### src/design/mips_macros.svh
`ifndef MIPS_MACROS_SVH
`define MIPS_MACROS_SVH

// Width of instruction words, data words, addresses and registers.
`define MIPS_DATA_W 32

// First fetch address after reset.
// Address zero stays free so that it can serve as the halt target.
`define MIPS_RESET_VECTOR 32'h0000_0004

// A control transfer to this address ends execution once its delay slot retires.
`define MIPS_HALT_ADDR 32'h0000_0000

`endif

### src/design/mips_pkg.sv
package mips_pkg;

    typedef enum logic [5:0] {
        OP_SPECIAL = 6'h00,            // R-type, the operation sits in the funct field.
        OP_REGIMM  = 6'h01,            // BLTZ and BGEZ, selected by the rt field.
        OP_BEQ     = 6'h04,
        OP_BNE     = 6'h05,
        OP_ADDIU   = 6'h09,
        OP_ANDI    = 6'h0c,
        OP_ORI     = 6'h0d,
        OP_LUI     = 6'h0f,
        OP_LW      = 6'h23,
        OP_SW      = 6'h2b
    } opcode_e;

    typedef enum logic [5:0] {
        FN_JR   = 6'h08,
        FN_ADDU = 6'h21,
        FN_SUBU = 6'h23,
        FN_AND  = 6'h24,
        FN_OR   = 6'h25
    } funct_e;

    typedef enum logic [4:0] {
        RI_BLTZ = 5'h00,
        RI_BGEZ = 5'h01
    } regimm_e;

    typedef enum logic [2:0] {
        ALU_ADD,
        ALU_SUB,
        ALU_AND,
        ALU_OR,
        ALU_LUI                        // Moves the low half of b into the upper half.
    } alu_op_e;

    typedef enum logic [2:0] {
        S_FETCH,
        S_DECODE,
        S_EXECUTE,
        S_MEM,
        S_WRITEBACK,
        S_HALT
    } ctrl_state_e;

endpackage

### src/design/alu_if.sv
`timescale 1ns/100ps
`include "mips_macros.svh"

interface alu_if import mips_pkg::*; ();

    alu_op_e                 op;
    logic [`MIPS_DATA_W-1:0] a;
    logic [`MIPS_DATA_W-1:0] b;
    logic [`MIPS_DATA_W-1:0] result;
    logic                    equal;     // Set when a equals b.
    logic                    negative;  // Sign bit of a alone.

    modport controller (output op, a, b, input result, equal, negative);

    modport alu (input op, a, b, output result, equal, negative);

endinterface

### src/design/reg_port_if.sv
`timescale 1ns/100ps
`include "mips_macros.svh"

interface reg_port_if ();

    logic [4:0]              rs_addr;
    logic [4:0]              rt_addr;
    logic [`MIPS_DATA_W-1:0] rs_data;  // Combinational read of rs.
    logic [`MIPS_DATA_W-1:0] rt_data;  // Combinational read of rt.
    logic                    wr_en;    // Write happens on the clock edge where this is high.
    logic [4:0]              wr_addr;
    logic [`MIPS_DATA_W-1:0] wr_data;

    modport controller (
        output rs_addr, rt_addr, wr_en, wr_addr, wr_data,
        input  rs_data, rt_data
    );

    modport reg_file (
        input  rs_addr, rt_addr, wr_en, wr_addr, wr_data,
        output rs_data, rt_data
    );

endinterface

### src/design/mips_alu.sv
`timescale 1ns/100ps
`include "mips_macros.svh"

module mips_alu import mips_pkg::*; (
    alu_if.alu alu
);

    logic [`MIPS_DATA_W-1:0] sum;
    logic [`MIPS_DATA_W-1:0] diff;

    assign sum  = alu.a + alu.b;
    assign diff = alu.a - alu.b;  // Also feeds the equality flag for BEQ and BNE.

    always_comb begin
        case (alu.op)
            ALU_ADD: begin
                alu.result = sum;
            end
            ALU_SUB: begin
                alu.result = diff;
            end
            ALU_AND: begin
                alu.result = alu.a & alu.b;
            end
            ALU_OR: begin
                alu.result = alu.a | alu.b;
            end
            ALU_LUI: begin
                alu.result = {alu.b[15:0], 16'h0000};  // Immediate into the upper half.
            end
            default: begin
                alu.result = '0;
            end
        endcase
    end

    assign alu.equal    = (diff == '0);
    assign alu.negative = alu.a[`MIPS_DATA_W-1];  // BLTZ and BGEZ look only at rs.

    // The decoder in the controller must only ever select one of the defined operations,
    // even while the instruction register still holds an unknown word.
    always_comb begin
        a_op_known: assert final (alu.op inside {ALU_ADD, ALU_SUB, ALU_AND, ALU_OR, ALU_LUI})
            else $error("ALU operation %0d is not a defined operation.", alu.op);
    end

endmodule

### src/design/mips_controller.sv
`timescale 1ns/100ps
`include "mips_macros.svh"

module mips_controller import mips_pkg::*; (
    input  logic                        clk,
    input  logic                        rst_n,
    output logic                        active,
    output logic [`MIPS_DATA_W-1:0]     address,
    output logic                        read,
    output logic                        write,
    output logic [`MIPS_DATA_W-1:0]     writedata,
    output logic [`MIPS_DATA_W/8-1:0]   byteenable,
    input  logic                        waitrequest,
    input  logic [`MIPS_DATA_W-1:0]     readdata,
    reg_port_if.controller              regs,
    alu_if.controller                   alu
);

    ctrl_state_e             state;
    logic [`MIPS_DATA_W-1:0] pc;        // Address of the instruction in flight.
    logic [`MIPS_DATA_W-1:0] npc;       // Address of the next one, delay slot included.
    logic [`MIPS_DATA_W-1:0] ir;
    logic [`MIPS_DATA_W-1:0] rs_q;
    logic [`MIPS_DATA_W-1:0] rt_q;
    logic [`MIPS_DATA_W-1:0] alu_q;
    logic [`MIPS_DATA_W-1:0] mem_q;
    logic [`MIPS_DATA_W-1:0] target_q;  // Pending control-transfer target.
    logic                    jump_q;    // Target takes effect after the delay slot.

    opcode_e                 opcode;
    funct_e                  funct;
    regimm_e                 rt_code;
    alu_op_e                 alu_op;
    logic [`MIPS_DATA_W-1:0] imm_ext;
    logic [`MIPS_DATA_W-1:0] br_target;
    logic use_imm;
    logic zero_ext;
    logic reg_write;
    logic dest_rd;
    logic is_load;
    logic is_store;
    logic branch_taken;
    logic fetch_done;
    logic mem_done;
    logic halting;

    assign opcode  = opcode_e'(ir[31:26]);
    assign funct   = funct_e'(ir[5:0]);
    assign rt_code = regimm_e'(ir[20:16]);

    always_comb begin
        alu_op    = ALU_ADD;
        use_imm   = 1'b0;
        zero_ext  = 1'b0;
        reg_write = 1'b0;
        dest_rd   = 1'b0;
        is_load   = 1'b0;
        is_store  = 1'b0;
        case (opcode)
            OP_SPECIAL: begin
                dest_rd = 1'b1;
                case (funct)
                    FN_ADDU: begin
                        alu_op    = ALU_ADD;
                        reg_write = 1'b1;
                    end
                    FN_SUBU: begin
                        alu_op    = ALU_SUB;
                        reg_write = 1'b1;
                    end
                    FN_AND: begin
                        alu_op    = ALU_AND;
                        reg_write = 1'b1;
                    end
                    FN_OR: begin
                        alu_op    = ALU_OR;
                        reg_write = 1'b1;
                    end
                    default: ;  // JR writes no register.
                endcase
            end
            OP_ADDIU: begin
                use_imm   = 1'b1;
                reg_write = 1'b1;
            end
            OP_ANDI, OP_ORI: begin
                alu_op    = (opcode == OP_ANDI) ? ALU_AND : ALU_OR;
                use_imm   = 1'b1;
                zero_ext  = 1'b1;  // Logical immediates are zero-extended.
                reg_write = 1'b1;
            end
            OP_LUI: begin
                alu_op    = ALU_LUI;
                use_imm   = 1'b1;
                reg_write = 1'b1;
            end
            OP_LW: begin
                use_imm   = 1'b1;
                reg_write = 1'b1;
                is_load   = 1'b1;
            end
            OP_SW: begin
                use_imm  = 1'b1;
                is_store = 1'b1;
            end
            OP_BEQ, OP_BNE: begin
                alu_op = ALU_SUB;
            end
            default: ;
        endcase
    end

    always_comb begin
        case (opcode)
            OP_BEQ:     branch_taken = alu.equal;
            OP_BNE:     branch_taken = !alu.equal;
            OP_SPECIAL: branch_taken = (funct == FN_JR);
            OP_REGIMM: begin
                case (rt_code)
                    RI_BLTZ: branch_taken = alu.negative;
                    RI_BGEZ: branch_taken = !alu.negative;
                    default: branch_taken = 1'b0;
                endcase
            end
            default:    branch_taken = 1'b0;
        endcase
    end

    assign imm_ext   = {{(`MIPS_DATA_W-16){ir[15] & !zero_ext}}, ir[15:0]};
    assign br_target = npc + {{(`MIPS_DATA_W-18){ir[15]}}, ir[15:0], 2'b00};  // Relative to the slot.

    assign alu.op = alu_op;
    assign alu.a  = rs_q;
    assign alu.b  = use_imm ? imm_ext : rt_q;

    assign regs.rs_addr = ir[25:21];
    assign regs.rt_addr = ir[20:16];
    assign regs.wr_en   = (state == S_WRITEBACK) && reg_write;
    assign regs.wr_addr = dest_rd ? ir[15:11] : ir[20:16];
    assign regs.wr_data = is_load ? mem_q : alu_q;

    assign read       = ((state == S_FETCH) && active) || ((state == S_MEM) && is_load);
    assign write      = (state == S_MEM) && is_store;
    assign address    = (state == S_MEM) ? alu_q : pc;
    assign writedata  = rt_q;
    assign byteenable = '1;  // Only full-word accesses.

    assign fetch_done = (state == S_FETCH) && active && !waitrequest;
    assign mem_done   = (state == S_MEM) && !waitrequest;
    assign halting    = (state == S_WRITEBACK) && (npc == `MIPS_HALT_ADDR);

    always_ff @(posedge clk) begin
        if (!rst_n) begin
            state  <= S_FETCH;
            active <= 1'b0;
            pc     <= `MIPS_RESET_VECTOR;
            npc    <= `MIPS_RESET_VECTOR + 4;
            jump_q <= 1'b0;
        end else begin
            case (state)
                S_FETCH: begin
                    active <= 1'b1;  // First fetch request waits one cycle for this.
                    if (fetch_done) begin
                        state <= S_DECODE;
                    end
                end
                S_DECODE: begin
                    state <= S_EXECUTE;
                end
                S_EXECUTE: begin
                    jump_q <= branch_taken;
                    state  <= (is_load || is_store) ? S_MEM : S_WRITEBACK;
                end
                S_MEM: begin
                    if (mem_done) begin
                        state <= S_WRITEBACK;
                    end
                end
                S_WRITEBACK: begin
                    pc  <= npc;
                    npc <= jump_q ? target_q : npc + 4;
                    if (halting) begin
                        state  <= S_HALT;  // The delay slot of a jump to zero has retired.
                        active <= 1'b0;
                    end else begin
                        state <= S_FETCH;
                    end
                end
                default: begin
                    state <= S_HALT;
                end
            endcase
        end
    end

    always_ff @(posedge clk) begin
        if (fetch_done) begin
            ir <= readdata;
        end
        if (state == S_DECODE) begin
            rs_q <= regs.rs_data;
            rt_q <= regs.rt_data;
        end
        if (state == S_EXECUTE) begin
            alu_q    <= alu.result;
            target_q <= (opcode == OP_SPECIAL) ? rs_q : br_target;  // JR jumps to rs.
        end
        if (mem_done && is_load) begin
            mem_q <= readdata;
        end
    end

    a_rw_exclusive: assert property (@(posedge clk) disable iff (!rst_n) !(read && write))
        else $error("Read and write requested in the same cycle.");

    // A stalled request must be presented unchanged until the slave accepts it.
    a_req_stable: assert property (@(posedge clk) disable iff (!rst_n)
        (read || write) && waitrequest |=>
            $stable(address) && $stable(read) && $stable(write) && (!write || $stable(writedata)))
        else $error("Avalon request changed while waitrequest was high.");

    a_halt_quiet: assert property (@(posedge clk) disable iff (!rst_n)
        (state == S_HALT) |-> !read && !write && !active)
        else $error("Memory request or active seen after halt.");

endmodule

### src/design/mips_cpu.sv
`timescale 1ns/100ps
`include "mips_macros.svh"

module mips_cpu (
    input  logic                        clk,
    input  logic                        rst_n,
    output logic                        active,
    output logic [`MIPS_DATA_W-1:0]     register_v0,
    output logic [`MIPS_DATA_W-1:0]     address,
    output logic                        read,
    output logic                        write,
    output logic [`MIPS_DATA_W-1:0]     writedata,
    output logic [`MIPS_DATA_W/8-1:0]   byteenable,
    input  logic                        waitrequest,
    input  logic [`MIPS_DATA_W-1:0]     readdata
);

    reg_port_if reg_bus ();
    alu_if      alu_bus ();

    mips_controller ctrl_i (
        .clk         (clk),
        .rst_n       (rst_n),
        .active      (active),
        .address     (address),
        .read        (read),
        .write       (write),
        .writedata   (writedata),
        .byteenable  (byteenable),
        .waitrequest (waitrequest),
        .readdata    (readdata),
        .regs        (reg_bus.controller),
        .alu         (alu_bus.controller)
    );

    mips_alu alu_i (
        .alu (alu_bus.alu)
    );

    mips_reg_file rf_i (
        .clk         (clk),
        .rst_n       (rst_n),
        .regs        (reg_bus.reg_file),
        .register_v0 (register_v0)
    );

endmodule

### src/design/mips_reg_file.sv
`timescale 1ns/100ps
`include "mips_macros.svh"

module mips_reg_file (
    input  logic                    clk,
    input  logic                    rst_n,
    reg_port_if.reg_file            regs,
    output logic [`MIPS_DATA_W-1:0] register_v0
);

    localparam int NUM_REGS = 32;
    localparam int V0_INDEX = 2;

    logic [`MIPS_DATA_W-1:0] gpr_q [NUM_REGS];

    always_ff @(posedge clk) begin
        if (!rst_n) begin
            for (int i = 0; i < NUM_REGS; i++) begin
                gpr_q[i] <= '0;
            end
        end else if (regs.wr_en && (regs.wr_addr != 5'd0)) begin
            gpr_q[regs.wr_addr] <= regs.wr_data;  // Register zero is never written.
        end
    end

    assign regs.rs_data = gpr_q[regs.rs_addr];  // Reads see the value before this edge.
    assign regs.rt_data = gpr_q[regs.rt_addr];

    assign register_v0 = gpr_q[V0_INDEX];

    // Register zero must stay zero in storage.
    a_zero_reg: assert property (@(posedge clk) disable iff (!rst_n) gpr_q[0] == '0)
        else $error("Register zero holds a nonzero value.");

endmodule

### config.mk
export PLATFORM = sky130hd
export DESIGN_NAME = mips_cpu
export DESIGN_NICKNAME = d
export VERILOG_FILES = /design/src/design/mips_pkg.sv /design/src/design/alu_if.sv /design/src/design/reg_port_if.sv /design/src/design/mips_alu.sv /design/src/design/mips_controller.sv /design/src/design/mips_cpu.sv /design/src/design/mips_reg_file.sv
export VERILOG_INCLUDE_DIRS = /design/src /design/src/design
export SDC_FILE = /design/constraint.sdc
export NUM_CORES = 2
export LEC_CHECK = 0
export BUFFER_PORTS_ARGS = -buffer_cell sky130_fd_sc_hd__buf_2
export CELL_PAD_IN_SITES_DETAIL_PLACEMENT = 1
export CELL_PAD_IN_SITES_GLOBAL_PLACEMENT = 1
export CORE_UTILIZATION = 25
export DETAILED_ROUTE_END_ITERATION = 16
export PLACE_DENSITY_LB_ADDON = 0.05
export SETUP_SLACK_MARGIN = 0.3
export SLEW_MARGIN = 30
export SYNTH_ARGS = -nofsm -noshare
export SYNTH_HDL_FRONTEND = slang
export SYNTH_SLANG_ARGS = --single-unit
export TNS_END_PERCENT = 50
### constraint.sdc
create_clock -name clk -period 6.7 [get_ports clk]
set_input_delay 0.335 -clock clk [delete_from_list [all_inputs] [get_ports clk]]
set_output_delay 0.335 -clock clk [all_outputs]
set_load 0.02 [all_outputs]
==> out/results.tsv <==
stage	metric	value	unit
yosys	sequential element share of the synthesized area	0.548	
yosys	largest family of logic cells by synthesized area	multiplexers	
yosys	number of synthesis warnings	0	
pwr	Leak	28.0	nW
yosys	Yosys top cell area share	0.528	
clock_tree	Sink Count	1285	
die	area of the core	274000	um2
sta	Final setup viols	0	
setup_path	critical path class	reg2reg	
sta	WHS	0.218	ns
sta	Final period util	0.909	
finish	final instance area	80800	um2
pwr	PD cells	276	nW/um2
yosys	Synth Area in Compound Gates	0.0547	
setup_path	crit-path cells	maj3_1 > or3_1 > a21oi_4 > buf_12 > mux2i_1 > ha_1 > a21o_1 > a21oi_1 > o21ai_1 > a211oi_1 > buf_4 > o311ai_0 > a31oi_1 > o21ai_0 > a21oi_1 > o21ai_0 > xnor2_1 > buf_4 > o221ai_1	
setup_path	Crit. End Element	flop	
sta	RSZ-0062 raised after global routing	no	
sta	relative slew slack	0.273	
global_route	initial antenna violation count	27	
setup_path	CP bufs+invs	3	
global_route	vias in the first global route	49600	
die	Rows	192	
sta	count of final hold-check violations	0	
yosys	main flop type after synthesis	edfxtp_1	
die	top-level port count	138	
clock_tree	CTS Buffer Depth	4	
routing	Residual DRC	0	
sta	Max Slew Vio Count	0	
routing	average wire per standard cell	37.1	um
yosys	Post-Synthesis Cells	5162	
routing	Initial DRC Count	4207	
yosys	unique cell type count in the Yosys netlist	90	
yosys	Adder-Cell Fraction of Synth Area	0.0240	
sta	post-layout min period	6.09	ns
sta	setup TNS	0	ns
finish	share of layout cells above drive strength 1	0.263	
clock_tree	Skew-Pair Late Insertion Delay	0.90	ns
placement	DP HPWL	215000	um
job	maxcap violations	0	
placement	IO Port Bufs	133	
sta	fmax	164	MHz
setup_path	Worst EP required	7.21	ns
setup_path	CP arrival	6.60	ns
yosys	Post-synth EDFFs	1216	
finish	Final Core Density	0.294	
yosys	mapped cell area	69100	um2
clock_tree	H-tree level count	4	
global_route	pin count of the biggest net entering global routing	101	
global_route	total congestion overflow	0	
clock_tree	CTS buffer count	174	
sta	Slew @ Worst Pin	1.09	ns
yosys	simple-gate portion of the synthesized area	0.105	
sta	Setup Skew	0.0865	ns
routing	via count	47700	
pwr	overall power	22.3	mW
yosys	asr flop ratio synth	0	
placement	placed inst area	75300	um2
die	DIE AREA	279000	um2
worst_hold_path	Min-Delay Path Class	in2reg	
setup_path	slowest cell delay on critical path	0.60	ns
clock_tree	CTS tree	built	
finish	Synth-to-Final Area Change	16.8	%
routing	via-per-instance ratio	5.24	
routing	Total Wirelength	337000	um
yosys	Synth Area in XOR/XNOR	0.00811	
yosys	multiplexer share of the synthesized area	0.228	
yosys	post-synthesis register bit count	1285	
clock_tree	root buffer cell	clkbuf_16	
finish	most common cell after layout, fill and taps aside	edfxtp_1	
routing	first-pass iteration count of the detailed router	5	
placement	gpl congestion	0.876	
routing	Antenna Nets Post-Route	0	
setup_path	type of origin of the critical path	flop	
setup_path	Slowest-stage cell, CP	mux2i_1	
finish	most frequent cells in the layout	edfxtp_1, nor2_1, mux4_2	
outcome	status	finished clean	
yosys	top cells by area, synth	edfxtp_1, mux4_2, nor2_1	
global_route	GRT Overall Usage	0.240	
yosys	area leader, netlist	edfxtp_1	
pwr	Max VDD drop	213	uV
yosys	Avg Inst Size Synth	13.4	um2
setup_path	kind of cell adding the most delay to the critical path	compound AO/OA/AOI/OAI gates	
die	Die H	528	um
finish	Nets	5454	
setup_path	Max FO, Critical Path	7	
global_route	first-pass GRT wire length	454000	um
die	Initial Util	0.252	
die	die width	528	um
clock_tree	Worst-path clk slew	0.05	ns
==> worst min-delay path: stages <==
cell     delay, ns
buf_2         0.19
buf_4         0.28
o221a_2       0.16
==> final cells by class <==
| cell class | instances | area (um2) |
|---|---|---|
| Timing Repair Buffer | 377 | 2940 |
| Sequential cell | 1285 | 37900 |
| Fill cell | 29400 | 194000 |
| Antenna cell | 8 | 20.0 |
| Tap cell | 3686 | 4610 |
| Clock inverter | 60 | 439 |
| Multi-Input combinational cell | 3335 | 29800 |
| Clock buffer | 229 | 4610 |
| Inverter | 116 | 443 |
==> power by group <==
group | switching [mW] | internal (mW)
clock | 3.75 | 5.02
sequential | 0.389 | 9.16
combinational | 2.54 | 1.39
total | 6.68 | 15.6
==> layer usage <==
layer / global-route usage / wire (um) / vias up
li1: - / - / 19900
met1: 0.322 / 148000 / 26100
met2: 0.402 / 163000 / 1335
met3: 0.0274 / 14800 / 374
met4: 0.0766 / 11300 / 2
met5: 0 / 13 / -
==> sequential cells by signal, summed over array words and instances (netlist names), 3 cells and up <==
signal	count
ctrl_i.npc	32
ctrl_i.mem_q	32
ctrl_i.alu.a	32
ctrl_i.pc	32
rf_i.gpr_q	1024
ctrl_i.writedata	32
ctrl_i.target_q	32
ctrl_i.alu_q	32
ctrl_i.state	3
ctrl_i.ir	32
==> final timing paths <==
path	slack [ns]	endpoint	cells after the start	startpoint
worst max-delay path	0.61	ctrl_i.alu_q[23]$_DFFE_PN_	19	ctrl_i.ir[27]$_DFFE_PP_
worst min-delay path	0.22	ctrl_i.npc[18]$_SDFFE_PN0N_	3	rst_n
worst max register to register	0.61	ctrl_i.alu_q[23]$_DFFE_PN_	19	ctrl_i.ir[27]$_DFFE_PP_
worst min register to register	0.45	ctrl_i.pc[14]$_SDFFE_PN0N_	2	ctrl_i.pc[14]$_SDFFE_PN0N_
==> synthesized netlist by cell type, types with 24 or more instances <==
master,n
a21oi_1,186
edfxtp_1,1216
clkbuf_1,368
mux4_2,640
o21a_1,32
a31oi_1,29
nand3_1,36
xnor2_1,42
nor3_1,42
o211ai_1,25
nor4_1,24
o21ai_0,96
inv_1,110
mux2i_1,55
a21o_1,34
ha_1,127
mux2_2,68
nand2_1,333
buf_1,69
dfxtp_1,69
nor2_1,1162
==> per-stage QoR <==
step | std cells | worst slack [ns]
CTS | 9085 | 0.306
global placement | 8762 | 0.335
global route | 9089 | 0.315
detailed placement | 8763 | 0.311
finish | 9096 | 0.607
floorplan | 5196 | 0.563
==> cells by family after synthesis <==
kind of cell | count (synthesis)
AO/OA/AOI/OAI | 586
XOR/XNOR | 64
adder cells (fa/ha/maj) | 131
buffers and inverters | 576
flip-flops | 1285
multiplexers | 763
other | 2
AND/OR/NAND/NOR | 1755
==> what timing repair did <==
item                                    in CTS  in global routing
hold buffers                                33                  0
endpoints found under the setup margin       1                  2
hold endpoints to repair                    65                  0
resized for setup                            1                  1
buffers inserted                             0                  3
pin swaps                                    0                  1
(Power assumes the default switching activity.)
